## src/include/cpu_params.svh

```systemverilog
`ifndef CPU_PARAMS_SVH
`define CPU_PARAMS_SVH

// ======================================================================
// Core widths
// ======================================================================
`define XLEN        32      // Data and address width
`define REG_ADDR_W  5       // Register index width
`define REG_COUNT   32      // General registers, $0 included

// First fetch after reset
`define RESET_PC    32'h3000

// ======================================================================
// Data memory
// ======================================================================
`define DMEM_WORDS  64      // Depth in words
`define DMEM_ADDR_W 6       // Word index bits, above the byte offset

`endif

```

## src/logic/dataMem.sv

```systemverilog
`timescale 1ns/1ps
`include "cpu_params.svh"

module dataMem (
	input  logic             clk,
	input  logic             rstN,
	input  logic [`XLEN-1:0] addr,    // Byte address, word aligned
	input  logic [`XLEN-1:0] wData,
	input  logic             we,
	output logic [`XLEN-1:0] rData
);

	logic [`XLEN-1:0]        mem [`DMEM_WORDS];
	logic [`DMEM_ADDR_W-1:0] wordIdx;

	assign wordIdx = addr[`DMEM_ADDR_W+1:2];   // Drop byte offset

	always_ff @(posedge clk) begin
		if (!rstN) begin
			for (int i = 0; i < `DMEM_WORDS; i++)
				mem[i] <= '0;
		end else if (we) begin
			mem[wordIdx] <= wData;
		end
	end

	// Asynchronous read within M
	assign rData = mem[wordIdx];

endmodule

```

## config.mk

```make
export PLATFORM = sky130hd
export DESIGN_NAME = dataMem
export DESIGN_NICKNAME = d
export VERILOG_FILES = /design/src/logic/dataMem.sv
export VERILOG_INCLUDE_DIRS = /design/src /design/src/include
export SDC_FILE = /design/constraint.sdc
export NUM_CORES = 2
export LEC_CHECK = 0
export ABC_AREA = 1
export BUFFER_PORTS_ARGS = -buffer_cell sky130_fd_sc_hd__clkbuf_2
export CORE_MARGIN = 3
export CORE_UTILIZATION = 64
export CTS_CLUSTER_DIAMETER = 40
export CTS_CLUSTER_SIZE = 14
export DETAILED_ROUTE_END_ITERATION = 10
export PLACE_DENSITY = 0.86
export SYNTH_ARGS = -nofsm -noshare
export SYNTH_HDL_FRONTEND = slang
export SYNTH_SLANG_ARGS = --single-unit
```

## constraint.sdc

```tcl
create_clock -name clk -period 3.03 [get_ports clk]
set_input_delay 0.1515 -clock clk [delete_from_list [all_inputs] [get_ports clk]]
set_output_delay 0.1515 -clock clk [all_outputs]
set_load 0.01 [all_outputs]
```

==> results.sh <==
export IMPL_cts_buffers=234
export IMPL_synthesis_nets=11018
export IMPL_io_buffers=72
export IMPL_fin_crit_ns=3.09
export IMPL_leakagePower_nw=47.9
export IMPL_synth_top_area_share_pct=64.6
export IMPL_maxCapViolCount=0
export IMPL_nets=10839
export IMPL_synthFlopType="edfxtp_1"
export IMPL_grt_max_degree=121
export IMPL_path_clk_slew_ns=0.06
export IMPL_synth_seq_cells=2048
export IMPL_holdWs_ns=0.0829
export IMPL_largest_reg_flops=2048
export IMPL_routed_wl_um=304000
export IMPL_yosysSeqAreaShare_pct=64.6
export IMPL_end_kind="primary output"
export IMPL_syn_to_final_growth_pct=12.5
export IMPL_syn_inst=10951
export IMPL_cts_buffer_depth=3
export IMPL_powerDensity_nw_per_um2=650
export IMPL_place_inst=12445
export IMPL_grt_util_all_layers_pct=39.5
export IMPL_initial_utilization_pct=64.9
export IMPL_met2_usage_pct=59.1
export IMPL_synth_area_leaders="edfxtp_1 65%, nand2_1 23%, nor2_1 8.4%, clkbuf_1 2.7%, buf_2 0.50%"
export IMPL_cts_root_buf="clkbuf_16"
export IMPL_fp_coreArea_um2=147000
export IMPL_synth_warnings=0
export IMPL_ys_types=17
export IMPL_violations="setup timing"
export IMPL_cts_tree="built"
export IMPL_arrival_ns=2.94
export IMPL_place_congestion=0.985
export IMPL_layout_top_registers="mem: 2048 flops"
export IMPL_crit_end="rData[21]"
export IMPL_busiest_layer="met2"
export IMPL_vias=78267
export IMPL_crit_type="flip-flop to primary output"
export IMPL_stdcell_count=12898
export IMPL_crit_fanout=1
export IMPL_finalSetupViolCount=3
export IMPL_cp_required_ns=2.88
export IMPL_antenna_found_initial=6
export IMPL_grt_use_met1_pct=47.9
export IMPL_num_rows=140
export IMPL_cp_start_kind="flip-flop"
export IMPL_clock_sinks=2048
export IMPL_rsz0062_at_grt="false"
export IMPL_viasPerCell=6.07
export IMPL_setup_ws_ns=-0.0572
export IMPL_peakVddDrop_mv=0.638
export IMPL_status="finished, violations left"
export IMPL_fillCellCount=9515
export IMPL_fin_util_pct=73.0
export IMPL_post_cts_setup_buffer_count=0
export IMPL_synth_area_per_cell_um2=8.69
export IMPL_fp_dieH_um=392
export IMPL_hpwl_um=177000
export IMPL_async_flop_share_pct=0
export IMPL_yosys_area_top_type="edfxtp_1"
export IMPL_synth_edf_count=2048
export IMPL_post_synth_top_count_cell="nand2_1"
export IMPL_wire_per_inst_um=23.6
export IMPL_met3_usage_pct=11.9
export IMPL_maxSlewViolCount=0
export IMPL_post_route_period_util_pct=102
export IMPL_slew_headroom_pct=32.0
export IMPL_hold_path_class="input port to flip-flop"
export IMPL_grt_overflow=0
export IMPL_antenna_left=0
export IMPL_drive_above_1_share_pct=7.91
export IMPL_top_register="mem"
export IMPL_crit_start="mem[57][21]"
export IMPL_drt_pass1_iter_count=9
export IMPL_die_w_um=392
export IMPL_drcViolationCount=0
export IMPL_drt_iter0_drc=12825
export IMPL_grt_pass1_wl_um=449000
export IMPL_fmax_ghz=0.324
export IMPL_io_pins=99
export IMPL_fin_setup_tns_ns=-0.0597
export IMPL_worst_slew_pin_slew_ns=1.02
export IMPL_hold_viol=0
export IMPL_htree_levels=4
export IMPL_grt_pass1_vias=75675
export IMPL_synthTopCellsByCount="5853 x nand2_1, 2127 x nor2_1, 2048 x edfxtp_1"
export IMPL_netlist_area_um2=95200
export IMPL_die_area_um2=153000
[critical path, cell delays in order (launching register included)]
cell	delay [ns]
edfxtp_1	0.36
nand2_1	0.08
nand2_1	0.05
nand2_1	0.06
nand2_1	0.06
nand2_1	0.11
nand2_1	0.08
nand2_1	0.08
nand2_1	0.20
nor2_1	0.46
nand2_1	0.29
clkbuf_2	0.20
[worst min-delay path by stage]
| stage | start | endpoint | slack, ns | cells after the start |
|---|---|---|---|---|
| after floorplan | wData[31] | mem[0][31] | 0.40 | 2 |
| after global placement | wData[30] | mem[6][30] | 0.78 | 3 |
| after detailed placement | wData[30] | mem[3][30] | 0.79 | 3 |
| after CTS | wData[23] | mem[3][23] | 0.03 | 3 |
| after global routing | wData[23] | mem[45][23] | 0.09 | 3 |
| final | wData[23] | mem[46][23] | 0.08 | 3 |
[through the flow]
stage | setup WS (ns) | power (mW) | instance area (um2)
final | -0.0572 | 69.5 | 107000
after global routing | 0.00445 | 71.1 | 107000
after CTS | 0.0273 | 69.2 | 107000
after detailed placement | 0.187 | 39.5 | 98500
after global placement | 0.187 | 39.3 | 98500
after floorplan | 0.491 | 36.9 | 95200
[report_power, final]
part	leakage [nW]	switching (mW)	internal, mW	total, mW
clock	4.03	12.5	17.7	30.2
sequential	19.5	0.418	32.6	33.0
combinational	24.4	4.82	1.50	6.32
[cells in the final DEF, fill, tap and decap left out, drive strengths merged]
cell type / netlist / routed
buf: 135 / 329
bufinv: 0 / 37
clkbuf: 685 / 315
clkinv: 0 / 118
clkinvlp: 0 / 22
diode: 0 / 7
dlygate4sd3: 0 / 8
edfxtp: 2048 / 2048
inv: 55 / 69
nand2: 5853 / 5853
nand3: 10 / 10
nand4: 1 / 1
nor2: 2127 / 2127
nor3: 14 / 14
nor4: 5 / 5
o211ai: 5 / 5
o21ai: 7 / 7
or2: 6 / 6
[repair_timing]
action | CTS | global route
hold buffers | 8 | 0
gates resized for setup | 0 | 13
endpoints found under the setup margin | 0 | 12
endpoints found under the hold margin | 138 | 0
[metal layers]
metal	share of wire (%)	vias to the layer above
met5	0.040	-
met4	9.3	8
met3	15	1465
met2	44	6743
met1	31	35960
li1	-	34091
[area by class of cell]
class | instances | area, um2 | share of cell area, %
Multi-Input combinational cell | 8028 | 30300 | 28.3
Timing Repair Buffer | 405 | 4150 | 3.88
Clock inverter | 191 | 2410 | 2.26
Inverter | 55 | 268 | 0.250
Sequential cell | 2048 | 61500 | 57.5
Clock buffer | 247 | 5950 | 5.56
Tap cell | 1917 | 2400 | 2.24
Antenna cell | 7 | 17.5 | 0.0164
[logic make-up (layout without fill, tap and decap cells)]
group	Yosys count	in the layout	share of synthesized area (%)
other	0	7	0
DFF	2048	2048	64.6
buffers and inverters	875	898	3.58
AOI/OAI and AO/OA	12	12	0.0763
and+or+nand+nor	8016	8016	31.7
No activity file was read; power rests on OpenSTA's default activity.
