===== src/include/cpu_params.svh =====
`ifndef CPU_PARAMS_SVH
`define CPU_PARAMS_SVH

// ======================================================================
// Core widths
// ======================================================================
`define XLEN        32      // Data and address width
`define REG_ADDR_W  5       // Register index width
`define REG_COUNT   32      // General registers, $0 included

// First fetch after reset
`define RESET_PC    32'h3000

// ======================================================================
// Data memory
// ======================================================================
`define DMEM_WORDS  64      // Depth in words
`define DMEM_ADDR_W 6       // Word index bits, above the byte offset

`endif


===== src/logic/cpu_pkg.sv =====
`include "cpu_params.svh"

package cpu_pkg;

	// ======================================================================
	// Encodings
	// ======================================================================

	// Instruction kinds, zero is nop so a cleared ctrl is a bubble
	typedef enum logic [2:0] {
		opNop,
		opAddu,
		opSubu,
		opOri,
		opLui,
		opLw,
		opSw,
		opBeq
	} opcodeT;

	typedef enum logic [1:0] {
		aluAdd,     // Also load and store address
		aluSub,
		aluOr,
		aluLui      // Immediate into upper half
	} aluOpT;

	// Source of a corrected operand
	typedef enum logic [1:0] {
		fwdReg,     // Value the stage already holds
		fwdFromE,
		fwdFromM,
		fwdFromW
	} fwdSelT;

	// Pipeline stage numbers, ordered so they compare as timing
	typedef enum logic [2:0] {
		stgNone = 3'd0,
		stgD    = 3'd1,
		stgE    = 3'd2,
		stgM    = 3'd3,
		stgW    = 3'd4
	} stageT;

	// ======================================================================
	// Control and pipeline records
	// ======================================================================
	typedef struct packed {
		opcodeT                 kind;
		logic [`REG_ADDR_W-1:0] rs;
		logic [`REG_ADDR_W-1:0] rt;
		logic [`REG_ADDR_W-1:0] dest;
		logic                   regWrite;    // Never set with dest 0
		logic                   useImm;      // Operand B from immediate
		logic                   zeroExt;
		aluOpT                  aluOp;
		logic                   memRead;
		logic                   memWrite;
		stageT                  rsUseStage;  // First stage needing rs
		stageT                  rtUseStage;
		stageT                  resultStage; // Stage that computes the result
	} ctrlT;

	typedef struct packed {
		ctrlT             ctrl;
		logic [`XLEN-1:0] pc;
		logic [`XLEN-1:0] rsVal;
		logic [`XLEN-1:0] rtVal;
		logic [`XLEN-1:0] immExt;
	} deRegT;

	typedef struct packed {
		ctrlT             ctrl;
		logic [`XLEN-1:0] pc;
		logic [`XLEN-1:0] aluResult;  // Also the memory address
		logic [`XLEN-1:0] rtVal;
	} emRegT;

	typedef struct packed {
		ctrlT             ctrl;
		logic [`XLEN-1:0] pc;
		logic [`XLEN-1:0] result;     // ALU result or load data
	} mwRegT;

	// Retired writes, one-cycle strobes
	typedef struct packed {
		logic                   valid;
		logic [`XLEN-1:0]       pc;
		logic [`REG_ADDR_W-1:0] addr;
		logic [`XLEN-1:0]       data;
	} regWriteT;

	typedef struct packed {
		logic             valid;
		logic [`XLEN-1:0] pc;
		logic [`XLEN-1:0] addr;   // Byte address
		logic [`XLEN-1:0] data;
	} memWriteT;

endpackage


===== src/logic/execUnit.sv =====
`timescale 1ns/1ps
`include "cpu_params.svh"

module execUnit import cpu_pkg::*; (
	input  ctrlT             ctrl,
	input  logic [`XLEN-1:0] opA,      // Forwarded rs
	input  logic [`XLEN-1:0] rtVal,    // Forwarded rt
	input  logic [`XLEN-1:0] immExt,
	output logic [`XLEN-1:0] result
);

	logic [`XLEN-1:0] opB;

	assign opB = ctrl.useImm ? immExt : rtVal;

	// ======================================================================
	// ALU, no overflow trap
	// ======================================================================
	always_comb begin
		case (ctrl.aluOp)
			aluAdd:  result = opA + opB;    // addu, lw, sw
			aluSub:  result = opA - opB;
			aluOr:   result = opA | opB;
			aluLui:  result = {immExt[15:0], {(`XLEN-16){1'b0}}};
			default: result = opA + opB;
		endcase
	end

endmodule


===== config.mk =====
export PLATFORM = sky130hd
export DESIGN_NAME = execUnit
export DESIGN_NICKNAME = d
export VERILOG_FILES = /design/src/logic/cpu_pkg.sv /design/src/logic/execUnit.sv
export VERILOG_INCLUDE_DIRS = /design/src /design/src/include
export SDC_FILE = /design/constraint.sdc
export NUM_CORES = 1
export LEC_CHECK = 0
export ABC_AREA = 1
export BUFFER_PORTS_ARGS = -buffer_cell sky130_fd_sc_hd__buf_2
export CORE_ASPECT_RATIO = 0.9
export CORE_MARGIN = 2
export CORE_UTILIZATION = 53
export DETAILED_ROUTE_END_ITERATION = 8
export PLACE_DENSITY = 0.85
export SLEW_MARGIN = 20
export SYNTH_ARGS = -nofsm -noshare
export SYNTH_HDL_FRONTEND = slang
export SYNTH_SLANG_ARGS = --single-unit

===== constraint.sdc =====
create_clock -name vclk -period 3.2
set_clock_uncertainty 0.15 [all_clocks]
set_input_delay 0 -clock vclk [all_inputs]
set_output_delay 0 -clock vclk [all_outputs]
set_load 0.02 [all_outputs]

==> out/metrics.cfg <==
[route]
wl_per_cell_um=15.7
firstDrtPassIters=6
vias_per_cell=5.57
drt.antenna.violating_nets=0
drtIter0Drc=732
drc=0
routed_wl_mm=19.4
vias=6886

[setup_path]
cp_num_buf_inv=5
path_delay_family=simple AND/OR/NAND/NOR gates
cp_cell_sequence=buf_12, clkinv_8, clkbuf_16, nand2_1, nand2_2, nor2_4, nand2_4, nor2_4, nand2_2, o21ai_2, xor2_1, ha_1, nand2_2, inv_1, nand2_2, nor2_2, nand4_1, nand3_1, nand2_1, nand3_2, o211ai_1, buf_4
crit_type=in -> out
worstPathArrival_ns=3.01
critPathMaxFanout=9
start_kind=primary input
path_common_cell=nand2_2
slowest_delay_ns=0.42
cp_slowest_cell=ha_1
worstSetupEndpointType=output pin
worst_ep_required_time_ns=3.05

[cells_and_area]
nClkBuffers=0
finish.utilization=0.815
antennaDiodeCount=0
syn_to_final_growth_pct=48.0
fillers=615
final_nets=1304
drive_gt1_frac=0.341
regArea_um2=0
flops_and_latches=0

[global_routing]
grt_overflow=0
antenna_found_initial=0
groute.usage.overall=0.382
grt_pass1_vias=5867
grt_max_degree=39
grt_pass1_wl_mm=28.4

[timing]
worst_pin_slew_ns=0.544
fmax_ghz=0.316
slew_headroom=0.633
fin_ws_ns=0.0400
rsz0062_at_grt=true
finalSetupViolCount=0
hold_viol=0
min_period_ns=3.16
slew_violations=0
min_period_over_period=0.987

[power]
max-vdd-ir-drop_v=0.000133
power_density_nw_per_um2=258
p_leak_nw=3.74

[run]
cap_viol_max_count=0

[synthesis]
yosysWarnings=0
yosysMostFrequentCell=nand2_1
synth_top_area_frac=0.284
netlist_top_cells_area=nand2_1 (28%), inv_1 (10%), ha_1 (9.2%)
synth_top_cells_by_count=nand2_1 (338), inv_1 (123), nor2_1 (81), o21ai_0 (78), a21oi_1 (47)
synthesis.nets=1065
yosys.cell_types.count=43
syn-mean-instance-area_um2=4.96
ys_seq_area_frac=0
syn_area_um2=4470
synth_top_area_cell=nand2_1
synthCells=901

[die]
coreArea_um2=8110
die_w_um=101
die_y_um=91.1
rows=31
start_util=0.551
io_pins=162
die-area_um2=9180

[worst_hold_path]
worstHoldPathType=in -> out

[cts]
cts.hold.buffers_added=0

[placed_design]
hpwl_mm=15.4
numPortBuffers=131
pre_cts_slack_ns=-0.114
finalWeightedCongestion=1.02

[status]
status=finished clean

## cell families after synthesis
group	Yosys count	synth area share
compound gates	165	0.208
xor+xnor	33	0.0647
simple gates	519	0.489
fa+ha+maj	34	0.0969
buf+inv	150	0.142
## layout make-up
| cell class | count | area [µm²] | share of cell area |
|---|---|---|---|
| inverter | 129 | 497 | 0.0752 |
| multi-input combinational | 751 | 4240 | 0.641 |
| tap | 99 | 124 | 0.0187 |
| timing repair buffer | 258 | 1750 | 0.265 |
## per-stage QoR
step | cell area (µm²) | hold slack (ns) | TNS (ns) | total power [W] | instances
2_1_floorplan | 4470 | 0.0586 | 0 | 0.000880 | 901
3_3_place_gp | 5990 | 0.225 | -0.193 | 0.00143 | 1226
3_5_place_dp | 5990 | 0.228 | -0.755 | 0.00146 | 1226
4_1_cts | 6050 | 0.229 | -0.00359 | 0.00148 | 1227
5_1_grt | 6610 | 0.253 | -1.11 | 0.00184 | 1237
6_report | 6610 | 0.233 | 0 | 0.00170 | 1237
## placed cells by master, fill, tap and decap left out, drive strengths merged, types with 3 or more instances in the layout
cell    count
ha         33
nand2     351
nor2       90
nand3b      5
nor3       13
a21oi      48
nand4      12
inv       126
o21ai      86
o21a       11
o21bai      4
xnor2       4
nand3      45
buf       255
o31ai       3
xor2       29
clkbuf      3
clkinv      3
o211ai      3
a21boi      4
## worst paths after layout
path / cells past startpoint / to / slack, ns / startpoint
hold / removal: 4 / result[15] / 0.23 / opA[15]
setup / recovery: 22 / result[17] / 0.04 / ctrl[14]
## per-layer routing
| metal | up-vias | wire length (µm) | global-route usage |
|---|---|---|---|
| met1 | 2982 | 7800 | 0.551 |
| met2 | 491 | 8510 | 0.617 |
| li1 | 3339 | - | - |
| met5 | - | 0 | 0 |
| met4 | 0 | 777 | 0.0959 |
| met3 | 74 | 2330 | 0.0200 |
## report_power, final
| group | internal [W] | switching (W) | total [W] |
|---|---|---|---|
| sequential | 0 | 0 | 0 |
| combinational | 0.000695 | 0.00101 | 0.00170 |
| clock | 0 | 0 | 0 |
## repair_timing
action                                  4_1_cts  5_1_grt
pin swaps                                     2       41
setup buffers                                 1        7
cloned                                        0        3
endpoints found under the setup margin       13       21
resized for setup                            16      128
Power figures use the tool's default switching activity.
