==> src/include/cpu_params.svh <==
`ifndef CPU_PARAMS_SVH
`define CPU_PARAMS_SVH

// ======================================================================
// Core widths
// ======================================================================
`define XLEN        32      // Data and address width
`define REG_ADDR_W  5       // Register index width
`define REG_COUNT   32      // General registers, $0 included

// First fetch after reset
`define RESET_PC    32'h3000

// ======================================================================
// Data memory
// ======================================================================
`define DMEM_WORDS  64      // Depth in words
`define DMEM_ADDR_W 6       // Word index bits, above the byte offset

`endif

==> src/logic/cpu_pkg.sv <==
`include "cpu_params.svh"

package cpu_pkg;

	// ======================================================================
	// Encodings
	// ======================================================================

	// Instruction kinds, zero is nop so a cleared ctrl is a bubble
	typedef enum logic [2:0] {
		opNop,
		opAddu,
		opSubu,
		opOri,
		opLui,
		opLw,
		opSw,
		opBeq
	} opcodeT;

	typedef enum logic [1:0] {
		aluAdd,     // Also load and store address
		aluSub,
		aluOr,
		aluLui      // Immediate into upper half
	} aluOpT;

	// Source of a corrected operand
	typedef enum logic [1:0] {
		fwdReg,     // Value the stage already holds
		fwdFromE,
		fwdFromM,
		fwdFromW
	} fwdSelT;

	// Pipeline stage numbers, ordered so they compare as timing
	typedef enum logic [2:0] {
		stgNone = 3'd0,
		stgD    = 3'd1,
		stgE    = 3'd2,
		stgM    = 3'd3,
		stgW    = 3'd4
	} stageT;

	// ======================================================================
	// Control and pipeline records
	// ======================================================================
	typedef struct packed {
		opcodeT                 kind;
		logic [`REG_ADDR_W-1:0] rs;
		logic [`REG_ADDR_W-1:0] rt;
		logic [`REG_ADDR_W-1:0] dest;
		logic                   regWrite;    // Never set with dest 0
		logic                   useImm;      // Operand B from immediate
		logic                   zeroExt;
		aluOpT                  aluOp;
		logic                   memRead;
		logic                   memWrite;
		stageT                  rsUseStage;  // First stage needing rs
		stageT                  rtUseStage;
		stageT                  resultStage; // Stage that computes the result
	} ctrlT;

	typedef struct packed {
		ctrlT             ctrl;
		logic [`XLEN-1:0] pc;
		logic [`XLEN-1:0] rsVal;
		logic [`XLEN-1:0] rtVal;
		logic [`XLEN-1:0] immExt;
	} deRegT;

	typedef struct packed {
		ctrlT             ctrl;
		logic [`XLEN-1:0] pc;
		logic [`XLEN-1:0] aluResult;  // Also the memory address
		logic [`XLEN-1:0] rtVal;
	} emRegT;

	typedef struct packed {
		ctrlT             ctrl;
		logic [`XLEN-1:0] pc;
		logic [`XLEN-1:0] result;     // ALU result or load data
	} mwRegT;

	// Retired writes, one-cycle strobes
	typedef struct packed {
		logic                   valid;
		logic [`XLEN-1:0]       pc;
		logic [`REG_ADDR_W-1:0] addr;
		logic [`XLEN-1:0]       data;
	} regWriteT;

	typedef struct packed {
		logic             valid;
		logic [`XLEN-1:0] pc;
		logic [`XLEN-1:0] addr;   // Byte address
		logic [`XLEN-1:0] data;
	} memWriteT;

endpackage

==> src/logic/regFile.sv <==
`timescale 1ns/1ps
`include "cpu_params.svh"

module regFile import cpu_pkg::*; (
	input  logic                   clk,
	input  logic                   rstN,
	input  logic [`REG_ADDR_W-1:0] rsAddr,
	input  logic [`REG_ADDR_W-1:0] rtAddr,
	output logic [`XLEN-1:0]       rsData,
	output logic [`XLEN-1:0]       rtData,
	input  regWriteT               wr
);

	logic [`XLEN-1:0] regs [`REG_COUNT];

	// Decode never flags a write to $0, so it stays zero from reset
	always_ff @(posedge clk) begin
		if (!rstN) begin
			for (int i = 0; i < `REG_COUNT; i++)
				regs[i] <= '0;
		end else if (wr.valid) begin
			regs[wr.addr] <= wr.data;
		end
	end

	// Write-through, decode sees the writeback of the same cycle
	assign rsData = (wr.valid && wr.addr == rsAddr) ? wr.data : regs[rsAddr];
	assign rtData = (wr.valid && wr.addr == rtAddr) ? wr.data : regs[rtAddr];

endmodule

==> config.mk <==
export PLATFORM = sky130hd
export DESIGN_NAME = regFile
export DESIGN_NICKNAME = d
export VERILOG_FILES = /design/src/logic/cpu_pkg.sv /design/src/logic/regFile.sv
export VERILOG_INCLUDE_DIRS = /design/src /design/src/include
export SDC_FILE = /design/constraint.sdc
export NUM_CORES = 2
export LEC_CHECK = 0
export ABC_CLOCK_PERIOD_IN_PS = 3900
export BUFFER_PORTS_ARGS = -buffer_cell sky130_fd_sc_hd__buf_2
export CORE_MARGIN = 1
export CORE_UTILIZATION = 55
export CTS_CLUSTER_DIAMETER = 100
export DETAILED_ROUTE_END_ITERATION = 6
export GPL_TIMING_DRIVEN = 0
export HOLD_SLACK_MARGIN = 0.06
export PLACE_DENSITY_LB_ADDON = 0.3
export SLEW_MARGIN = 10
export SYNTH_ARGS = -nofsm -noshare
export SYNTH_HDL_FRONTEND = slang
export SYNTH_SLANG_ARGS = --single-unit
==> constraint.sdc <==
create_clock -name clk -period 3.9 [get_ports clk]
set_input_delay 0.585 -clock clk [delete_from_list [all_inputs] [get_ports clk]]
set_output_delay 0.585 -clock clk [all_outputs]
set_load 0.05 [all_outputs]
==> key figures <==
Global routing
  • Grt total ovfl: 0
  • Largest net degree at the start of global routing: 21
  • Initial antenna violation count: 20
  • First-pass GRT wire length: 304000 um
  • GRT Total Usage: 43.2%
  • Vias in the first global route: 39900

Worst setup path
  • Critical-path top delay cell: o21ai_1
  • CP top delay family: buffers and inverters
  • Largest stage delay, worst path: 0.53 ns
  • Critical path class: in2out
  • CP Data Arrival Time: 3.54 ns
  • WP depth: 9
  • WP buf/inv: 4
  • CP Max Fanout: 10
  • Startpoint class of the critical path: input port
  • Crit-path cells: buf_2 -> buf_4 -> buf_2 -> mux2i_1 -> a22oi_1 -> o211ai_1 -> a311o_1 -> o21ai_1 -> buf_2
  • CP Capture Type: output pin
  • Most Frequent Cell on Critical Path: buf_2
  • Worst path required time: 3.31 ns

Yosys
  • Post-Syn Nets: 4178
  • Async SR Flop Fraction: 0%
  • Synth Register Bits: 1024
  • Post-Syn Area: 56200 um^2
  • Cells after Synth: 4096
  • Top cells by area, synth: edfxtp_1 55%, mux4_2 11%, and2_1 11%, mux2_2 5.2%, mux2i_1 3.6%
  • Number of synthesized flops with an enable pin: 1024
  • Main synth FF type: edfxtp_1
  • Synth cell types: 63
  • Register area share after synthesis: 54.7%
  • Yosys warns: 0
  • Top cell type's share of synthesized area: 54.7%
  • Syn avg cell area: 13.7 um^2
  • Area leader, netlist: edfxtp_1

Detailed routing
  • Routed vias: 42100
  • Wire per inst: 38.7 um
  • DR iter-0 viols: 8566
  • DRC viols: 38
  • Vias/cell: 7.24
  • Antenna-violating nets left: 0
  • Drt first pass iters: 7
  • DRT Wirelength: 225000 um

Die
  • Initial Util: 55.8%
  • Core Area: 101000 um^2
  • Die X: 322 um
  • Die area: 104000 um^2
  • I/O pin cnt: 146
  • Die Span Y: 322 um
  • Cell row count: 116

Clocking
  • Root Buffer: clkbuf_16
  • # clock sinks: 1024
  • CTS Buffer Depth: 3
  • Worst-path clk slew: 0.06 ns
  • Total CTS buffers: 111
  • CTS tree: built
  • H-Tree Depth: 3
  • Post-CTS Hold Buffers: 0

Timing
  • Peak Freq: 0.243 GHz
  • Hold slack: 0.238 ns
  • Slew HR: 12.2%
  • Hold Violations, Final: 0
  • Final setup margin: -0.222 ns
  • Min cycle time layout: 4.12 ns
  • RSZ-0062 raised after global routing: yes
  • Final Cycle Share: 106%
  • Slew at the pin with the worst max-slew slack: 1.32 ns
  • Pins Over Slew Limit: 0
  • Setup Viol. Count Final: 44

Min path
  • Hold Path Class: in2reg
  • WHS Path Cells: 2

Outcome
  • Violated checks: DRC, setup timing
  • Outcome: finished, violations left

Cells and area
  • Most flops, register: regs
  • Max reg flops: 1024
  • Layout area overhead: 14.4%
  • Share of cells above drive strength 1: 26.2%
  • Layout Cells excl Fill: 5820
  • Nets: 4441
  • Fin util: 63.9%
  • Top Registers: regs: 1024 flops

Placed design
  • I/O Buffers: 106
  • DP Wirelength: 164000 um
  • Placer's final routability congestion estimate: 1.08
  • Placed Cells: 5606

Job
  • Max Cap Violations: 0

Pwr
  • Power Total: 28300 uW
  • Power Dens Cells: 439 nW/um^2
  • Peak VDD IR: 0.411 mV
  • Leak: 0.0227 uW
-- worst paths after layout --
kind	startpoint	to	slack, ns
worst min-delay path	wr[4]	regs[3][4]$_SDFFCE_PN0P_	0.24
worst max-delay path	rsAddr[2]	rsData[31]	-0.22
-- final cells by class --
cell class / instances / area, um^2
Fill cell: 7422 / 36400
Sequential cell: 1024 / 30700
Multi-Input combinational cell: 2630 / 24000
Clock buffer: 136 / 2910
Buffer: 434 / 2370
Timing Repair Buffer: 155 / 1760
Tap cell: 1357 / 1700
Clock inverter: 72 / 769
Antenna cell: 9 / 22.5
Inverter: 3 / 11.3
-- kinds of logic (layout without fill, tap and decap cells) --
group                     after synthesis  count (layout)  synth area share, %
and+or+nand+nor                      1383            1383                 14.7
DFF                                  1024            1024                 54.7
muxes                                 736             736                 19.8
AOI/OAI and AO/OA                     501             501                 6.71
buffers and inverters                 442             800                 3.97
xor gates and xnor gates               10              10                0.156
other                                   0               9                    0
-- per-stage QoR --
stage / setup TNS, ns / instance area [um^2] / setup slack (ns)
floorplan: -58.28 / 56200 / -0.341
global placement: -2757.35 / 58500 / -3.72
detailed placement: -19.62 / 60000 / -0.744
CTS: -0.00415 / 64000 / -0.00415
global route: -0.197 / 64300 / -0.0931
finish: -3.26 / 64300 / -0.222
-- synth_stat cells (3+ instances only) --
cell / n
clkbuf_1: 256
nand3b_1: 3
nand4_1: 11
a211oi_2: 10
a311o_1: 21
buf_12: 3
nor2_1: 70
or4b_1: 3
and3_1: 3
or3_1: 26
and2_1: 994
a32o_1: 10
edfxtp_1: 1024
mux4_2: 277
o41ai_1: 5
a211oi_1: 45
buf_2: 102
buf_1: 9
nor3_1: 33
nand2_1: 110
buf_4: 37
nand3_1: 24
o21ai_1: 21
o41ai_2: 6
xor2_1: 8
a22o_1: 10
a22oi_1: 134
nand2b_1: 23
o211ai_1: 22
o22ai_1: 118
o311a_1: 21
o31ai_1: 21
o21ai_0: 32
buf_8: 5
nor2b_1: 59
mux2i_1: 201
a211o_1: 21
buf_6: 27
mux2_2: 258
-- report_power, final --
| group | internal [uW] | switching, uW | leakage (uW) | total [uW] |
|---|---|---|---|---|
| registers | 12700 | 323 | 0.00974 | 13000 |
| logic | 1500 | 2860 | 0.0112 | 4360 |
| clock network | 6180 | 4680 | 0.00176 | 10900 |
| total | 20400 | 7870 | 0.0227 | 28300 |
-- per-layer routing --
layer  track usage, %  share of wire, %  wire, um  vias up
met5             2.17              0.18       407        -
met4             24.6               7.1     16000       20
met3             20.7                18     39900     1054
met2             62.6                42     95600     4137
met1             52.4                33     73500    20800
li1                 -                 -         -    16100
-- cells in the final DEF, fill, tap and decap left out, types with 37 or more instances in the layout --
cell type     n
a22oi_1     133
nand2_1     110
nor2b_1      58
edfxtp_1   1024
buf_4        47
buf_6        37
o22ai_1     118
and2_1      994
mux2_2      258
clkbuf_1    253
buf_2       172
clkbuf_16   113
mux4_2      277
mux2i_1     201
nor2_1       70
-- what timing repair did --
action,CTS,global route
buffers inserted,2,0
endpoints found under the setup margin,54,42
resized for setup,90,79
pin swaps,2,7
(Power assumes the default switching activity.)
