### config.mk
export PLATFORM = sky130hd
export DESIGN_NAME = instrDecode
export DESIGN_NICKNAME = d
export VERILOG_FILES = /design/src/logic/cpu_pkg.sv /design/src/logic/instrDecode.sv
export VERILOG_INCLUDE_DIRS = /design/src /design/src/include
export SDC_FILE = /design/constraint.sdc
export NUM_CORES = 1
export LEC_CHECK = 0
export ABC_AREA = 1
export BUFFER_PORTS_ARGS = -buffer_cell sky130_fd_sc_hd__buf_2
export CAP_MARGIN = 15
export CORE_AREA = 2 2 42 44
export DETAILED_ROUTE_END_ITERATION = 6
export DIE_AREA = 0 0 44 46
export PLACE_DENSITY = 0.75
export SETUP_SLACK_MARGIN = 0.2
export SLEW_MARGIN = 0
export SYNTH_ARGS = -nofsm -noshare
export SYNTH_HDL_FRONTEND = slang
export SYNTH_SLANG_ARGS = --single-unit
### constraint.sdc
create_clock -name vclk -period 0.95
set_input_delay 0.0475 -clock vclk [all_inputs]
set_output_delay 0.0475 -clock vclk [all_outputs]
set_load 0.01 [all_outputs]
### src/include/cpu_params.svh
`ifndef CPU_PARAMS_SVH
`define CPU_PARAMS_SVH

// ======================================================================
// Core widths
// ======================================================================
`define XLEN        32      // Data and address width
`define REG_ADDR_W  5       // Register index width
`define REG_COUNT   32      // General registers, $0 included

// First fetch after reset
`define RESET_PC    32'h3000

// ======================================================================
// Data memory
// ======================================================================
`define DMEM_WORDS  64      // Depth in words
`define DMEM_ADDR_W 6       // Word index bits, above the byte offset

`endif

### src/logic/cpu_pkg.sv
`include "cpu_params.svh"

package cpu_pkg;

	// ======================================================================
	// Encodings
	// ======================================================================

	// Instruction kinds, zero is nop so a cleared ctrl is a bubble
	typedef enum logic [2:0] {
		opNop,
		opAddu,
		opSubu,
		opOri,
		opLui,
		opLw,
		opSw,
		opBeq
	} opcodeT;

	typedef enum logic [1:0] {
		aluAdd,     // Also load and store address
		aluSub,
		aluOr,
		aluLui      // Immediate into upper half
	} aluOpT;

	// Source of a corrected operand
	typedef enum logic [1:0] {
		fwdReg,     // Value the stage already holds
		fwdFromE,
		fwdFromM,
		fwdFromW
	} fwdSelT;

	// Pipeline stage numbers, ordered so they compare as timing
	typedef enum logic [2:0] {
		stgNone = 3'd0,
		stgD    = 3'd1,
		stgE    = 3'd2,
		stgM    = 3'd3,
		stgW    = 3'd4
	} stageT;

	// ======================================================================
	// Control and pipeline records
	// ======================================================================
	typedef struct packed {
		opcodeT                 kind;
		logic [`REG_ADDR_W-1:0] rs;
		logic [`REG_ADDR_W-1:0] rt;
		logic [`REG_ADDR_W-1:0] dest;
		logic                   regWrite;    // Never set with dest 0
		logic                   useImm;      // Operand B from immediate
		logic                   zeroExt;
		aluOpT                  aluOp;
		logic                   memRead;
		logic                   memWrite;
		stageT                  rsUseStage;  // First stage needing rs
		stageT                  rtUseStage;
		stageT                  resultStage; // Stage that computes the result
	} ctrlT;

	typedef struct packed {
		ctrlT             ctrl;
		logic [`XLEN-1:0] pc;
		logic [`XLEN-1:0] rsVal;
		logic [`XLEN-1:0] rtVal;
		logic [`XLEN-1:0] immExt;
	} deRegT;

	typedef struct packed {
		ctrlT             ctrl;
		logic [`XLEN-1:0] pc;
		logic [`XLEN-1:0] aluResult;  // Also the memory address
		logic [`XLEN-1:0] rtVal;
	} emRegT;

	typedef struct packed {
		ctrlT             ctrl;
		logic [`XLEN-1:0] pc;
		logic [`XLEN-1:0] result;     // ALU result or load data
	} mwRegT;

	// Retired writes, one-cycle strobes
	typedef struct packed {
		logic                   valid;
		logic [`XLEN-1:0]       pc;
		logic [`REG_ADDR_W-1:0] addr;
		logic [`XLEN-1:0]       data;
	} regWriteT;

	typedef struct packed {
		logic             valid;
		logic [`XLEN-1:0] pc;
		logic [`XLEN-1:0] addr;   // Byte address
		logic [`XLEN-1:0] data;
	} memWriteT;

endpackage

### src/logic/instrDecode.sv
`timescale 1ns/1ps
`include "cpu_params.svh"

module instrDecode import cpu_pkg::*; (
	input  logic [`XLEN-1:0] instr,
	output ctrlT             ctrl
);

	logic [5:0] opField;
	logic [5:0] funct;
	opcodeT     kind;

	assign opField = instr[31:26];
	assign funct   = instr[5:0];

	// Opcode and funct to instruction kind
	always_comb begin
		case (opField)
			6'b000000: begin // SPECIAL
				case (funct)
					6'b100001: kind = opAddu;
					6'b100011: kind = opSubu;
					default:   kind = opNop;   // sll $0 and the rest
				endcase
			end
			6'b001101: kind = opOri;
			6'b001111: kind = opLui;
			6'b100011: kind = opLw;
			6'b101011: kind = opSw;
			6'b000100: kind = opBeq;
			default:   kind = opNop;
		endcase
	end

	// Control record, cleared fields mean no use and no write
	always_comb begin
		ctrl      = '0;
		ctrl.kind = kind;
		ctrl.rs   = instr[25:21];
		ctrl.rt   = instr[20:16];
		case (kind)
			opAddu, opSubu: begin
				ctrl.dest        = instr[15:11];   // rd
				ctrl.regWrite    = 1'b1;
				ctrl.aluOp       = (kind == opSubu) ? aluSub : aluAdd;
				ctrl.rsUseStage  = stgE;
				ctrl.rtUseStage  = stgE;
				ctrl.resultStage = stgE;
			end
			opOri: begin
				ctrl.dest        = instr[20:16];
				ctrl.regWrite    = 1'b1;
				ctrl.useImm      = 1'b1;
				ctrl.zeroExt     = 1'b1;
				ctrl.aluOp       = aluOr;
				ctrl.rsUseStage  = stgE;
				ctrl.resultStage = stgE;
			end
			opLui: begin
				ctrl.dest        = instr[20:16];
				ctrl.regWrite    = 1'b1;
				ctrl.useImm      = 1'b1;
				ctrl.aluOp       = aluLui;      // No register source
				ctrl.resultStage = stgE;
			end
			opLw: begin
				ctrl.dest        = instr[20:16];
				ctrl.regWrite    = 1'b1;
				ctrl.useImm      = 1'b1;
				ctrl.memRead     = 1'b1;
				ctrl.rsUseStage  = stgE;        // Base for address add
				ctrl.resultStage = stgM;        // Data leaves M
			end
			opSw: begin
				ctrl.useImm      = 1'b1;
				ctrl.memWrite    = 1'b1;
				ctrl.rsUseStage  = stgE;
				ctrl.rtUseStage  = stgM;        // Store data late
			end
			opBeq: begin
				ctrl.rsUseStage  = stgD;        // Compare in decode
				ctrl.rtUseStage  = stgD;
			end
			default: ;
		endcase
		// $0 is never a destination
		ctrl.regWrite = ctrl.regWrite && (ctrl.dest != '0);
	end

endmodule

==> summary.txt, run 1 <==
Run status
  • Status: finished, violations left
  • Failing checks: setup timing

Global route
  • Largest net degree at the start of global routing: 7
  • GRT overflow: 0
  • Total GRT Usage: 13.9%
  • Number of global-route vias before repair: 555
  • Initial antenna violation count: 0
  • First-pass GRT wire length: 2260 um

Routing
  • Wirelength per Cell: 10.5 um
  • Vias per cell: 4.29
  • DR vias: 687
  • Final WL: 1680 um
  • Drt drc: 0
  • ANT nets after route: 0
  • Length of the first detailed-routing pass in iterations: 4
  • Drt first-iter violations: 9

Synthesis
  • Seq/Total Area, Yosys: 0%
  • Syn Inst Count: 88
  • Synthesized cell area: 449 um2
  • YS warnings: 0
  • Netlist cell types: 15
  • Syn avg cell area: 5.10 um2

Power
  • Leakage: 0.616 nW
  • Power per cell area: 255 nW/um2
  • VDD IR max: 0.150 mV
  • Power Total: 0.241 mW

Placement
  • Setup WS pre-CTS: -0.211 ns
  • Port bufs: 48
  • Final HPWL from detailed placement: 1180 um
  • Placed Cells: 150
  • RD Place Congestion: 0.804

Worst setup path
  • Largest stage delay, worst path: 0.14 ns
  • Req. time, crit path: 0.90 ns
  • Critical path fanouts, max: 3
  • Setup crit end kind: output port
  • CP Launch Type: primary input
  • Setup CP Type: primary input to output port
  • WP data arrival: 1.08 ns
  • Worst-path cell chain: buf_8, nor2_4, nand2_2, buf_4, buf_6, nor3_4, inv_2, nand2_2, inv_2, nand2_1, buf_2
  • Slowest-stage cell, CP: buf_4

Timing
  • Final WS setup: -0.181 ns
  • Maximum clock frequency: 0.885 GHz
  • Tmin final: 1.13 ns
  • Final Hold Fails: 0
  • RSZ-0062 raised after global routing: true
  • Final cycle utilization of the critical path: 119%
  • Final setup viols: 15
  • Smallest hold slack: 0.0950 ns
  • Final Max Tran Viols: 0

Final layout
  • CLK BUF: 0
  • Post-layout util: 58.8%
  • Finished Layout Cells: 160
  • Fraction of layout instances using a drive strength above 1: 70.6%
  • FF+latch area: 0 um2
  • Footprint of the multi-input gates: 379 um2
  • Area grow syn2layout: 111%
  • Seq cells: 0
  • Fillers: 158
  • Final net count: 177
  • Antenna cells: 0

Die
  • Core area: 1610 um2
  • Chip width: 44 um
  • Die Footprint: 2020 um2
  • Die height: 46 um
  • Rows: 15
  • Starting Density: 27.8%
  • IO Count: 66

Clock tree
  • CTS hold repair buffers: 0

Worst hold path
  • Worst Hold Class: primary input to output port

Job
  • Max-Cap Viols: 0
## final cells by class
type                            count  area share, %
Multi-Input combinational cell     59           40.0
Timing Repair Buffer               67           51.1
Inverter                           17           6.73
Tap cell                           17           2.24
## synthesized netlist by cell type (all sizes together)
cell / instances / area (um2)
nand2: 31 / 129
inv: 17 / 63.8
buf: 14 / 105
nor2: 12 / 62.6
nand3: 8 / 55.1
nand4: 2 / 12.5
a21oi: 1 / 5.00
conb: 1 / 3.75
nand3b: 1 / 7.51
nor3: 1 / 5.00
## power by group
part / switching (mW) / internal, mW / total [mW]
clock network: 0 / 0 / 0
registers: 0 / 0 / 0
logic: 0.122 / 0.120 / 0.241
total: 0.122 / 0.120 / 0.241
## metal layers
layer | up-vias | global-route usage [%] | part of all wire, %
li1 | 358 | - | -
met1 | 304 | 18.4 | 35
met2 | 23 | 26.8 | 58
met3 | 2 | 0 | 5.3
met4 | 0 | 0 | 1.5
met5 | - | 0 | 0
## worst max-delay path, delay by kind of cell
family                 cells  cell delay (ns)
buffers and inverters      6             0.58
and+or+nand+nor            5             0.47
## final timing paths
kind,startpoint,to,slack [ns],cells after the start
worst max-delay path,instr[30],ctrl[32],-0.18,11
worst min-delay path,instr[22],ctrl[27],0.1,0
## metrics by stage
step	TNS, ns	area [um2]
floorplan	0	474
global placement	-0.499	698
detailed placement	-0.854	698
CTS	-0.428	832
global route	-2.71	948
finish	-1.57	948
## cell usage in the layout, fill, tap and decap left out
| master | synthesis | final |
|---|---|---|
| buf_2 | 0 | 36 |
| nand2_1 | 26 | 18 |
| buf_6 | 0 | 17 |
| buf_4 | 14 | 13 |
| nand2_2 | 5 | 12 |
| inv_1 | 16 | 11 |
| inv_2 | 1 | 6 |
| nor2_2 | 1 | 5 |
| nor2_1 | 9 | 4 |
| nor2_4 | 2 | 3 |
| nand3_2 | 3 | 3 |
| nand3_4 | 0 | 3 |
| conb_1 | 1 | 3 |
| nand4_1 | 2 | 2 |
| nand3_1 | 5 | 2 |
| nor3_4 | 0 | 1 |
| nand3b_1 | 1 | 1 |
| a21oi_1 | 1 | 1 |
| nand2_4 | 0 | 1 |
| buf_8 | 0 | 1 |
## kinds of logic (layout without fill, tap and decap cells)
family                 Yosys count  after routing  synth area share [%]
other                            1              3                 0.835
AO/OA/AOI/OAI                    1              1                  1.11
buffers and inverters           31             84                  37.6
AND/OR/NAND/NOR                 55             55                  60.4
## what timing repair did
item	CTS	global route
gates resized for setup	25	18
pin swaps	6	9
setup buffers	3	7
setup endpoints to repair	21	21
Note: power is estimated with default switching activity, not from simulation.
==> inputs of run 2 (changes only) <==
--- a/config.mk
+++ b/config.mk
@@ -12,7 +12,7 @@
 export CORE_AREA = 2 2 42 44
 export DETAILED_ROUTE_END_ITERATION = 6
 export DIE_AREA = 0 0 44 46
-export PLACE_DENSITY = 0.75
+export PLACE_DENSITY = 0.89
 export SETUP_SLACK_MARGIN = 0.2
 export SLEW_MARGIN = 0
 export SYNTH_ARGS = -nofsm -noshare
==> summary.txt, run 2 (synthesis gave the netlist of run 1 again) <==
Final layout
  • Area grow syn2layout: 126%
  • Commonest non-fill, non-tap cells in the layout: 37 x buf_2, 16 x buf_6, 15 x buf_4
  • FF+latch area: 0 um2
  • Seq cells: 0
  • Fraction of layout instances using a drive strength above 1: 75.9%
  • Final net count: 179
  • Most common cell after layout, fill and taps aside: buf_2
  • Final Cell Area: 1020 um2
  • Antenna cells: 0
  • CLK BUF: 0

Die
  • Rows: 15
  • Chip width: 44 um
  • Die height: 46 um
  • Core area: 1610 um2
  • IO Count: 66
  • Die Footprint: 2020 um2
  • Starting Density: 27.8%

Global route
  • GRT overflow: 0
  • Largest net degree at the start of global routing: 7
  • Initial antenna violation count: 0
  • First-pass GRT wire length: 2540 um
  • Total GRT Usage: 16.1%
  • Number of global-route vias before repair: 595

Timing
  • Maximum clock frequency: 0.882 GHz
  • TNS Setup: -1.51 ns
  • Tmin final: 1.13 ns
  • Final Hold Fails: 0
  • Final Max Tran Viols: 0
  • RSZ-0062 raised after global routing: true
  • Final setup viols: 17
  • Final WS setup: -0.183 ns
  • Final cycle utilization of the critical path: 119%

Power
  • Leakage: 0.654 nW
  • Power per cell area: 265 nW/um2
  • VDD IR max: 0.168 mV

Routing
  • DR vias: 712
  • Drt first-iter violations: 11
  • Wirelength per Cell: 10.7 um
  • Drt drc: 0
  • Final WL: 1740 um
  • ANT nets after route: 0
  • Length of the first detailed-routing pass in iterations: 4
  • Vias per cell: 4.40

Worst setup path
  • Worst-path cell chain: buf_6, nor2_4, buf_4, buf_6, nand3_4, nand3_4, nand2_2, nand2_2, nor2_2, nand3_1, buf_2
  • Largest stage delay, worst path: 0.14 ns
  • Slowest-stage cell, CP: nor2_4
  • Worst path bufs/invs: 4
  • Critical path fanouts, max: 6
  • Cell family contributing the most delay on the critical path: simple AND/OR/NAND/NOR gates
  • Req. time, crit path: 0.90 ns
  • Setup crit end kind: output port
  • Setup CP Type: primary input to output port
  • CP Launch Type: primary input
  • WP data arrival: 1.09 ns

Run status
  • Failing checks: setup timing
  • Status: finished, violations left

Placement
  • RD Place Congestion: 0.742
  • Port bufs: 48
  • Post-DP Area: 721 um2
  • Final HPWL from detailed placement: 1150 um

Job
  • Max-Cap Viols: 0

Clock tree
  • CTS hold repair buffers: 0

Worst hold path
  • Worst Hold Class: primary input to output port
[run 2: cell types whose count changed in the layout (fill, tap and decap cells not counted), sizes merged]
cell	delta
buf	+2
[run 2: per-layer routing]
layer / track usage [%] / part of all wire, % / vias to the layer above
met5: 0 / 0 / -
met4: 3.03 / 0.69 / 0
met3: 0.794 / 5.9 / 4
met2: 32.1 / 57 / 27
met1: 18.9 / 36 / 322
li1: - / - / 359
[run 2: what timing repair did]
item	CTS	global route
setup buffers	6	3
pin swaps	11	12
endpoints found under the setup margin	21	21
gates resized for setup	29	30
[run 2: final timing paths]
kind	start	end	slack (ns)	depth (start not counted)
worst min-delay path	instr[23]	ctrl[28]	0.1	0
worst max-delay path	instr[31]	ctrl[15]	-0.18	11
[run 2: where the power goes]
part / total (mW) / internal (mW) / switching (mW)
Sequential: 0 / 0 / 0
Combinational: 0.270 / 0.132 / 0.138
Clock: 0 / 0 / 0
[run 2: stage by stage]
step	setup slack, ns	instances	total power, mW	hold slack, ns	util [%]
floorplan	0.0664	90	0.124	0.133	-
global placement	-0.140	153	0.182	0.0951	44.7
detailed placement	-0.177	153	0.184	0.0951	44.7
CTS	-0.148	159	0.227	0.0951	54.7
global route	-0.289	162	0.294	0.0950	62.9
finish	-0.183	162	0.270	0.0950	62.9
[run 2: final cells by class]
| cell class | instances | area [um2] |
|---|---|---|
| fillers | 139 | 598 |
| repair buffers | 69 | 493 |
| multi-input cells | 59 | 435 |
| inverters | 17 | 66.3 |
| well taps | 17 | 21.3 |
