[config.mk]
export PLATFORM = sky130hd
export DESIGN_NAME = hazardUnit
export DESIGN_NICKNAME = d
export VERILOG_FILES = /design/src/logic/cpu_pkg.sv /design/src/logic/hazardUnit.sv
export VERILOG_INCLUDE_DIRS = /design/src /design/src/include
export SDC_FILE = /design/constraint.sdc
export NUM_CORES = 1
export LEC_CHECK = 0
export ABC_CLOCK_PERIOD_IN_PS = 2600
export BUFFER_PORTS_ARGS = -buffer_cell sky130_fd_sc_hd__buf_2
export CAP_MARGIN = 20
export CORE_ASPECT_RATIO = 0.7
export CORE_MARGIN = 1.5
export CORE_UTILIZATION = 37
export DETAILED_ROUTE_END_ITERATION = 16
export GPL_TIMING_DRIVEN = 0
export PLACE_DENSITY = 0.85
export SETUP_SLACK_MARGIN = 0.02
export SLEW_MARGIN = 10
export SYNTH_ARGS = -nofsm -noshare
export SYNTH_HDL_FRONTEND = slang
export SYNTH_SLANG_ARGS = --single-unit
export TNS_END_PERCENT = 20
[constraint.sdc]
create_clock -name vclk -period 2.6
set_input_delay 0.52 -clock vclk [all_inputs]
set_output_delay 0.52 -clock vclk [all_outputs]
set_load 0.01 [all_outputs]
[src/include/cpu_params.svh]
`ifndef CPU_PARAMS_SVH
`define CPU_PARAMS_SVH

// ======================================================================
// Core widths
// ======================================================================
`define XLEN        32      // Data and address width
`define REG_ADDR_W  5       // Register index width
`define REG_COUNT   32      // General registers, $0 included

// First fetch after reset
`define RESET_PC    32'h3000

// ======================================================================
// Data memory
// ======================================================================
`define DMEM_WORDS  64      // Depth in words
`define DMEM_ADDR_W 6       // Word index bits, above the byte offset

`endif

[src/logic/cpu_pkg.sv]
`include "cpu_params.svh"

package cpu_pkg;

	// ======================================================================
	// Encodings
	// ======================================================================

	// Instruction kinds, zero is nop so a cleared ctrl is a bubble
	typedef enum logic [2:0] {
		opNop,
		opAddu,
		opSubu,
		opOri,
		opLui,
		opLw,
		opSw,
		opBeq
	} opcodeT;

	typedef enum logic [1:0] {
		aluAdd,     // Also load and store address
		aluSub,
		aluOr,
		aluLui      // Immediate into upper half
	} aluOpT;

	// Source of a corrected operand
	typedef enum logic [1:0] {
		fwdReg,     // Value the stage already holds
		fwdFromE,
		fwdFromM,
		fwdFromW
	} fwdSelT;

	// Pipeline stage numbers, ordered so they compare as timing
	typedef enum logic [2:0] {
		stgNone = 3'd0,
		stgD    = 3'd1,
		stgE    = 3'd2,
		stgM    = 3'd3,
		stgW    = 3'd4
	} stageT;

	// ======================================================================
	// Control and pipeline records
	// ======================================================================
	typedef struct packed {
		opcodeT                 kind;
		logic [`REG_ADDR_W-1:0] rs;
		logic [`REG_ADDR_W-1:0] rt;
		logic [`REG_ADDR_W-1:0] dest;
		logic                   regWrite;    // Never set with dest 0
		logic                   useImm;      // Operand B from immediate
		logic                   zeroExt;
		aluOpT                  aluOp;
		logic                   memRead;
		logic                   memWrite;
		stageT                  rsUseStage;  // First stage needing rs
		stageT                  rtUseStage;
		stageT                  resultStage; // Stage that computes the result
	} ctrlT;

	typedef struct packed {
		ctrlT             ctrl;
		logic [`XLEN-1:0] pc;
		logic [`XLEN-1:0] rsVal;
		logic [`XLEN-1:0] rtVal;
		logic [`XLEN-1:0] immExt;
	} deRegT;

	typedef struct packed {
		ctrlT             ctrl;
		logic [`XLEN-1:0] pc;
		logic [`XLEN-1:0] aluResult;  // Also the memory address
		logic [`XLEN-1:0] rtVal;
	} emRegT;

	typedef struct packed {
		ctrlT             ctrl;
		logic [`XLEN-1:0] pc;
		logic [`XLEN-1:0] result;     // ALU result or load data
	} mwRegT;

	// Retired writes, one-cycle strobes
	typedef struct packed {
		logic                   valid;
		logic [`XLEN-1:0]       pc;
		logic [`REG_ADDR_W-1:0] addr;
		logic [`XLEN-1:0]       data;
	} regWriteT;

	typedef struct packed {
		logic             valid;
		logic [`XLEN-1:0] pc;
		logic [`XLEN-1:0] addr;   // Byte address
		logic [`XLEN-1:0] data;
	} memWriteT;

endpackage

[src/logic/hazardUnit.sv]
`timescale 1ns/1ps
`include "cpu_params.svh"

module hazardUnit import cpu_pkg::*; (
	input  ctrlT   dCtrl,
	input  ctrlT   eCtrl,
	input  ctrlT   mCtrl,
	input  ctrlT   wCtrl,
	output logic   stall,    // Also the execute bubble
	output fwdSelT fwdDRs,
	output fwdSelT fwdDRt,
	output fwdSelT fwdERs,
	output fwdSelT fwdERt,
	output fwdSelT fwdMRt
);

	// Producer writes this source register
	function automatic logic hits(input ctrlT p, input logic [`REG_ADDR_W-1:0] src);
		return p.regWrite && (p.dest == src);
	endfunction

	// Result already sits in the register feeding stage pos
	function automatic logic readyIn(input ctrlT p, input stageT pos);
		return int'(p.resultStage) < int'(pos);
	endfunction

	// Still missing once the decode consumer reaches useAt
	function automatic logic lateFor(input ctrlT p, input stageT pos, input stageT useAt);
		return int'(p.resultStage) >= int'(pos) + int'(useAt) - int'(stgD);
	endfunction

	// Youngest producer decides, an older one is never used past it
	function automatic fwdSelT pickSrc(input logic hitE, input logic rdyE,
			input logic hitM, input logic rdyM, input logic hitW, input logic rdyW);
		if (hitE)
			return rdyE ? fwdFromE : fwdReg;
		if (hitM)
			return rdyM ? fwdFromM : fwdReg;
		if (hitW)
			return rdyW ? fwdFromW : fwdReg;
		return fwdReg;
	endfunction

	function automatic logic opStall(input logic [`REG_ADDR_W-1:0] src, input stageT useAt,
			input ctrlT eC, input ctrlT mC, input ctrlT wC);
		logic late;
		late = 1'b0;
		if (useAt != stgNone) begin
			if (hits(eC, src))
				late = lateFor(eC, stgE, useAt);
			else if (hits(mC, src))
				late = lateFor(mC, stgM, useAt);
			else if (hits(wC, src))
				late = lateFor(wC, stgW, useAt);
		end
		return late;
	endfunction

	// ======================================================================
	// Stall, only the decode instruction can wait
	// ======================================================================
	assign stall = opStall(dCtrl.rs, dCtrl.rsUseStage, eCtrl, mCtrl, wCtrl)
		|| opStall(dCtrl.rt, dCtrl.rtUseStage, eCtrl, mCtrl, wCtrl);

	// ======================================================================
	// Forwarding selects per consumer stage
	// ======================================================================
	assign fwdDRs = pickSrc(hits(eCtrl, dCtrl.rs), readyIn(eCtrl, stgE),
		hits(mCtrl, dCtrl.rs), readyIn(mCtrl, stgM),
		hits(wCtrl, dCtrl.rs), readyIn(wCtrl, stgW));
	assign fwdDRt = pickSrc(hits(eCtrl, dCtrl.rt), readyIn(eCtrl, stgE),
		hits(mCtrl, dCtrl.rt), readyIn(mCtrl, stgM),
		hits(wCtrl, dCtrl.rt), readyIn(wCtrl, stgW));

	// Execute looks at M and W only
	assign fwdERs = pickSrc(1'b0, 1'b0, hits(mCtrl, eCtrl.rs), readyIn(mCtrl, stgM),
		hits(wCtrl, eCtrl.rs), readyIn(wCtrl, stgW));
	assign fwdERt = pickSrc(1'b0, 1'b0, hits(mCtrl, eCtrl.rt), readyIn(mCtrl, stgM),
		hits(wCtrl, eCtrl.rt), readyIn(wCtrl, stgW));

	// Store data in memory, W is the last chance
	assign fwdMRt = pickSrc(1'b0, 1'b0, 1'b0, 1'b0,
		hits(wCtrl, mCtrl.rt), readyIn(wCtrl, stgW));

endmodule

==> qor.yml, run 1 <==
drv_cap: 0
grt_pass1_wl_um: 6820
core_sq_um: 3560
synth_cells: 170
numPortBuffers: 64
grt_max_degree: 8
status: "completed"
die_h_um: 54.1
wl_met1_um: 2020
synthTopCellsByCount: "xor2_1, ha_1, xnor2_1"
drv_slew: 0
post-dp-hpwl_um: 3430
synth_area_leader_cell: "xor2_1"
rsz0062_at_grt: "yes"
required_ps: 2080
grt.overflow.total: 0
hold_violations: 0
ant_nets: 0
p_leak_nw: 0.991
antenna_found_initial: 0
netlist_area_sq_um: 1380
ioPinCount: 147
min_period_over_period_pct: 99.3
critPathKind: "in2out"
num_antenna_cells: 0
hold_class: "in2out"
gp_congestion: 0.840
critPathMaxFanout: 4
setup_viol: 0
synth.most_common_cell: "xor2_1"
yosys-top-cells-area: "xor2_1, ha_1, xnor2_1"
drc_errors: 0
area_delta_synth_final_pct: 43.6
tns_ps: 0
grt_pass1_vias: 1480
crit_path_end_kind: "primary output"
seq_area_sq_um: 0
ir_worst_vdd_uv: 74.0
top_layer: "met4"
die_area_sq_um: 4120
dr_wl_met2_um: 2020
pwr_density_cell_nw_per_um2: 164
max_slew_margin_pct: 70.6
drtIter0Drc: 76
tightest_slew_ps: 437
vias: 1500
met3_wirelength_um: 255
seq_area_frac_synth_pct: 0
utilization_pct: 55.8
fin_crit_ps: 2580
num_rows: 18
p_total_mw: 0.326
first_pass_iters: 4
syn-num-nets: 334
die_x_um: 76.1
vias_per_cell: 5.23
synth_top_area_share_pct: 29.1
ys.warnings.count: 0
start_util_pct: 38.9
cp-start-kind: "primary input"
seq_cell_count: 0
wl_per_cell_um: 15.0
final_nets: 403
grt_use_total_pct: 21.0
wl_um: 4320
max_freq_mhz: 387
nClkBuffers: 0
ys_types: 27
syn_area_per_cell_sq_um: 8.13
cp_data_arrival_time_ps: 2060
drive_gt1_share_pct: 42.6
## power by group
part           total, mW  leakage [nW]  internal [mW]  switching [mW]
clock network          0             0              0               0
registers              0             0              0               0
logic              0.326         0.991          0.158           0.167
## final timing paths
check | start | endpoint | slack (ps) | cells after the start
setup / recovery | dCtrl[7] | stall | 20 | 10
hold / removal | eCtrl[15] | fwdDRt[1] | 1360 | 3
## cell usage in the layout (no fill, tap or decap), drive strengths merged
master	synthesis	routed
o31ai	1	1
and2b	1	1
nor2	1	1
xnor2	13	13
a21o	6	6
inv	12	12
a31oi	3	3
xor2	46	46
nor4	11	11
o21a	1	1
nor2b	2	2
a2111oi	1	1
a211oi	2	2
ha	28	28
nor3	2	2
nand2b	6	6
a41o	2	2
nand3	6	6
buf	6	73
o22ai	3	3
a21oi	11	11
and3	3	3
mux2	2	2
and4	1	1
## cells by family (layout without fill, tap and decap cells)
family	count (synthesis)	in the layout	share of synthesized area [%]
xor+xnor	59	59	37.4
buf+inv	18	85	6.24
simple gates	33	33	14.8
compound gates	30	30	14.7
mux	2	2	1.63
fa+ha+maj	28	28	25.3
## per-layer routing
| layer | vias up | GRT usage [%] |
|---|---|---|
| met2 | 65 | 41.3 |
| met1 | 691 | 27.5 |
| met5 | - | 0 |
| li1 | 738 | - |
| met3 | 6 | 1.02 |
| met4 | 0 | 0.926 |
## cell type report
class	count	area (sq um)
inverter	12	62.6
tap	50	62.6
timing repair buffer	67	373
fill	344	1570
multi-input combinational	152	1440
buffer	6	50.0
## worst max-delay path, stage by stage
cell and delay [ps]:
buf_4 120, inv_4 50, ha_4 270, ha_4 190, a21o_1 160, a21oi_2 160
a211oi_2 60, a211oi_2 260, o22ai_1 110, buf_2 150
## what timing repair did
| action | 4_1_cts | 5_1_grt |
|---|---|---|
| resized for setup | 26 | 20 |
| hold buffers | 0 | 0 |
| setup endpoints to repair | 2 | 3 |
| setup buffers | 2 | 1 |
| pin swaps | 11 | 15 |
## through the flow
| stage | instances | instance area (sq um) | setup slack [ps] | hold slack (ps) |
|---|---|---|---|---|
| after global placement | 284 | 1770 | -139 | 1340 |
| after CTS | 286 | 1880 | 8.86 | 1350 |
| after detailed placement | 284 | 1770 | -233 | 1350 |
| final | 287 | 1990 | 18.0 | 1360 |
| after floorplan | 170 | 1380 | 245 | 1140 |
| after global routing | 287 | 1990 | -6.74 | 1380 |
(Power assumes the default switching activity.)
==> run 2, diff against run 1 <==
--- a/config.mk
+++ b/config.mk
@@ -16,3 +16,3 @@
 export GPL_TIMING_DRIVEN = 0
-export PLACE_DENSITY = 0.85
+export PLACE_DENSITY_LB_ADDON = 0.12
 export SETUP_SLACK_MARGIN = 0.02
==> constraint.sdc (replaced) <==
create_clock -name vclk -period 2.6
set_input_delay 0 -clock vclk [all_inputs]
set_output_delay 0 -clock vclk [all_outputs]
set_load 0.01 [all_outputs]
==> qor.yml, run 2 (synthesis results as in run 1) <==
numPortBuffers: 64  # unchanged
ant_nets: 0  # unchanged
nClkBuffers: 0  # unchanged
drv_cap: 0  # unchanged
internal_power_mw: 0.126  # -20%
grt_pass1_vias: 1184  # -20%
switchingPower_mw: 0.136  # -19%
num_antenna_cells: 0  # unchanged
utilization_pct: 49.6  # -6.2 points
grt_use_total_pct: 16.8  # -4.2 points
path_cells: "buf_2 -> inv_1 -> ha_1 -> ha_1 -> a21o_1 -> a21oi_1 -> a211oi_1 -> a211oi_1 -> o22ai_1 -> buf_2"
hold_violations: 0  # unchanged
drc_errors: 0  # unchanged
max_slew_margin_pct: 73.4  # +2.8 points
slowest_stage: "ha_1"
final_common_cell: "buf_2"
area_delta_synth_final_pct: 27.7
crit_path_end_kind: "primary output"
tns_ps: 0  # unchanged
pwr-share-seq_pct: 0  # unchanged
p_total_mw: 0.262  # -20%
required_ps: 2600  # +520 ps
setup_viol: 0  # unchanged
rsz0062_at_grt: "no"
swShare_pct: 51.9  # +0.54 points
vias_per_cell: 4.76  # -8.8%
slowest_delay_ps: 320  # +50 ps
die_x_um: 76.1  # unchanged
status: "completed"
fin_area_sq_um: 1770  # -11%
hold_class: "in2out"
first_pass_iters: 4  # unchanged
dp_slack_ps: 917  # +1150 ps
start_util_pct: 38.9  # unchanged
final_nets: 400  # -0.74%
final_cells: 284  # -1.0%
fin_crit_ps: 1680  # -905 ps
cts_setup_buffers: 0  # -2
grt_max_degree: 8  # unchanged
critPathKind: "in2out"
final_cell_mix: "buf_2, xor2_1, ha_1, xnor2_1, inv_1"
core_sq_um: 3560  # unchanged
die_h_um: 54.1  # unchanged
drtIter0Drc: 19  # -75%
ir_worst_vdd_uv: 58.9  # -20%
vias: 1353  # -9.8%
die_area_sq_um: 4120  # unchanged
seq_area_sq_um: 0  # unchanged
grt.overflow.total: 0  # unchanged
drive_gt1_share_pct: 31.6  # -11 points
seq_cell_count: 0  # unchanged
grt_pass1_wl_um: 5590  # -18%
pwr_density_cell_nw_per_um2: 148  # -9.5%
ioPinCount: 147  # unchanged
setup_ws_ps: 923  # +905 ps
drv_slew: 0  # unchanged
p_leak_nw: 0.954  # -3.8%
max_freq_mhz: 596  # +54%
path_delay_family: "compound AO/OA/AOI/OAI gates"
critPathMaxFanout: 5  # +1
num_rows: 18  # unchanged
min_period_over_period_pct: 64.5  # -35 points
clkPwrFrac_pct: 0  # unchanged
cp-start-kind: "primary input"
post-dp-hpwl_um: 3270  # -4.8%
holdBufCountCts: 0  # unchanged
gp_congestion: 0.770  # -8.3%
cp_data_arrival_time_ps: 1680  # -380 ps
place_area_sq_um: 1770  # unchanged
tightest_slew_ps: 399  # -37.9 ps
wl_um: 3590  # -17%
path_buf_inv: 3  # unchanged
cts_resized: 0  # -100%
power_frac_comb_pct: 100.0  # about the same
dp_cells: 284  # unchanged
holdWs_ps: 296  # -1060 ps
antenna_found_initial: 0  # unchanged
wl_per_cell_um: 12.6  # -16%
[run 2: cell types whose count changed in the layout (fill, tap and decap cells not counted), moves of 3 or more]
cell	delta
ha_4	-6
ha_1	+7
buf_4	-5
buf_6	-3
buf_2	+6
a21oi_2	-5
inv_1	+4
a21oi_1	+5
[run 2: worst paths after layout]
| kind | start | endpoint | cells past startpoint |
|---|---|---|---|
| max | dCtrl[6] | stall | 10 |
| min | eCtrl[15] | fwdDRt[1] | 3 |
[run 2: power groups by stage]
stage          Clock, mW  Sequential (mW)  Combinational (mW)
3_5_place_dp           0                0               0.262
5_1_grt                0                0               0.296
2_1_floorplan          0                0               0.158
4_1_cts                0                0               0.264
3_3_place_gp           0                0               0.260
6_report               0                0               0.262
[run 2: area by class of cell]
cell class / instances / area, sq um
Fill cell: 372 / 1790
Multi-Input combinational cell: 152 / 1300
Timing Repair Buffer: 64 / 320
Tap cell: 50 / 62.6
Inverter: 12 / 45.0
Buffer: 6 / 41.3
[run 2: per-layer routing]
layer,track usage (%),routed length [um],part of all wire (%)
met1,27.7,2040,57
met5,0,0,0
met4,0,0,0
met2,23.3,1300,36
met3,2.20,250,7.0
[run 2: worst min-delay path: stages]
cell     delay (ps)
buf_2           100
a31oi_1          60
buf_2           140
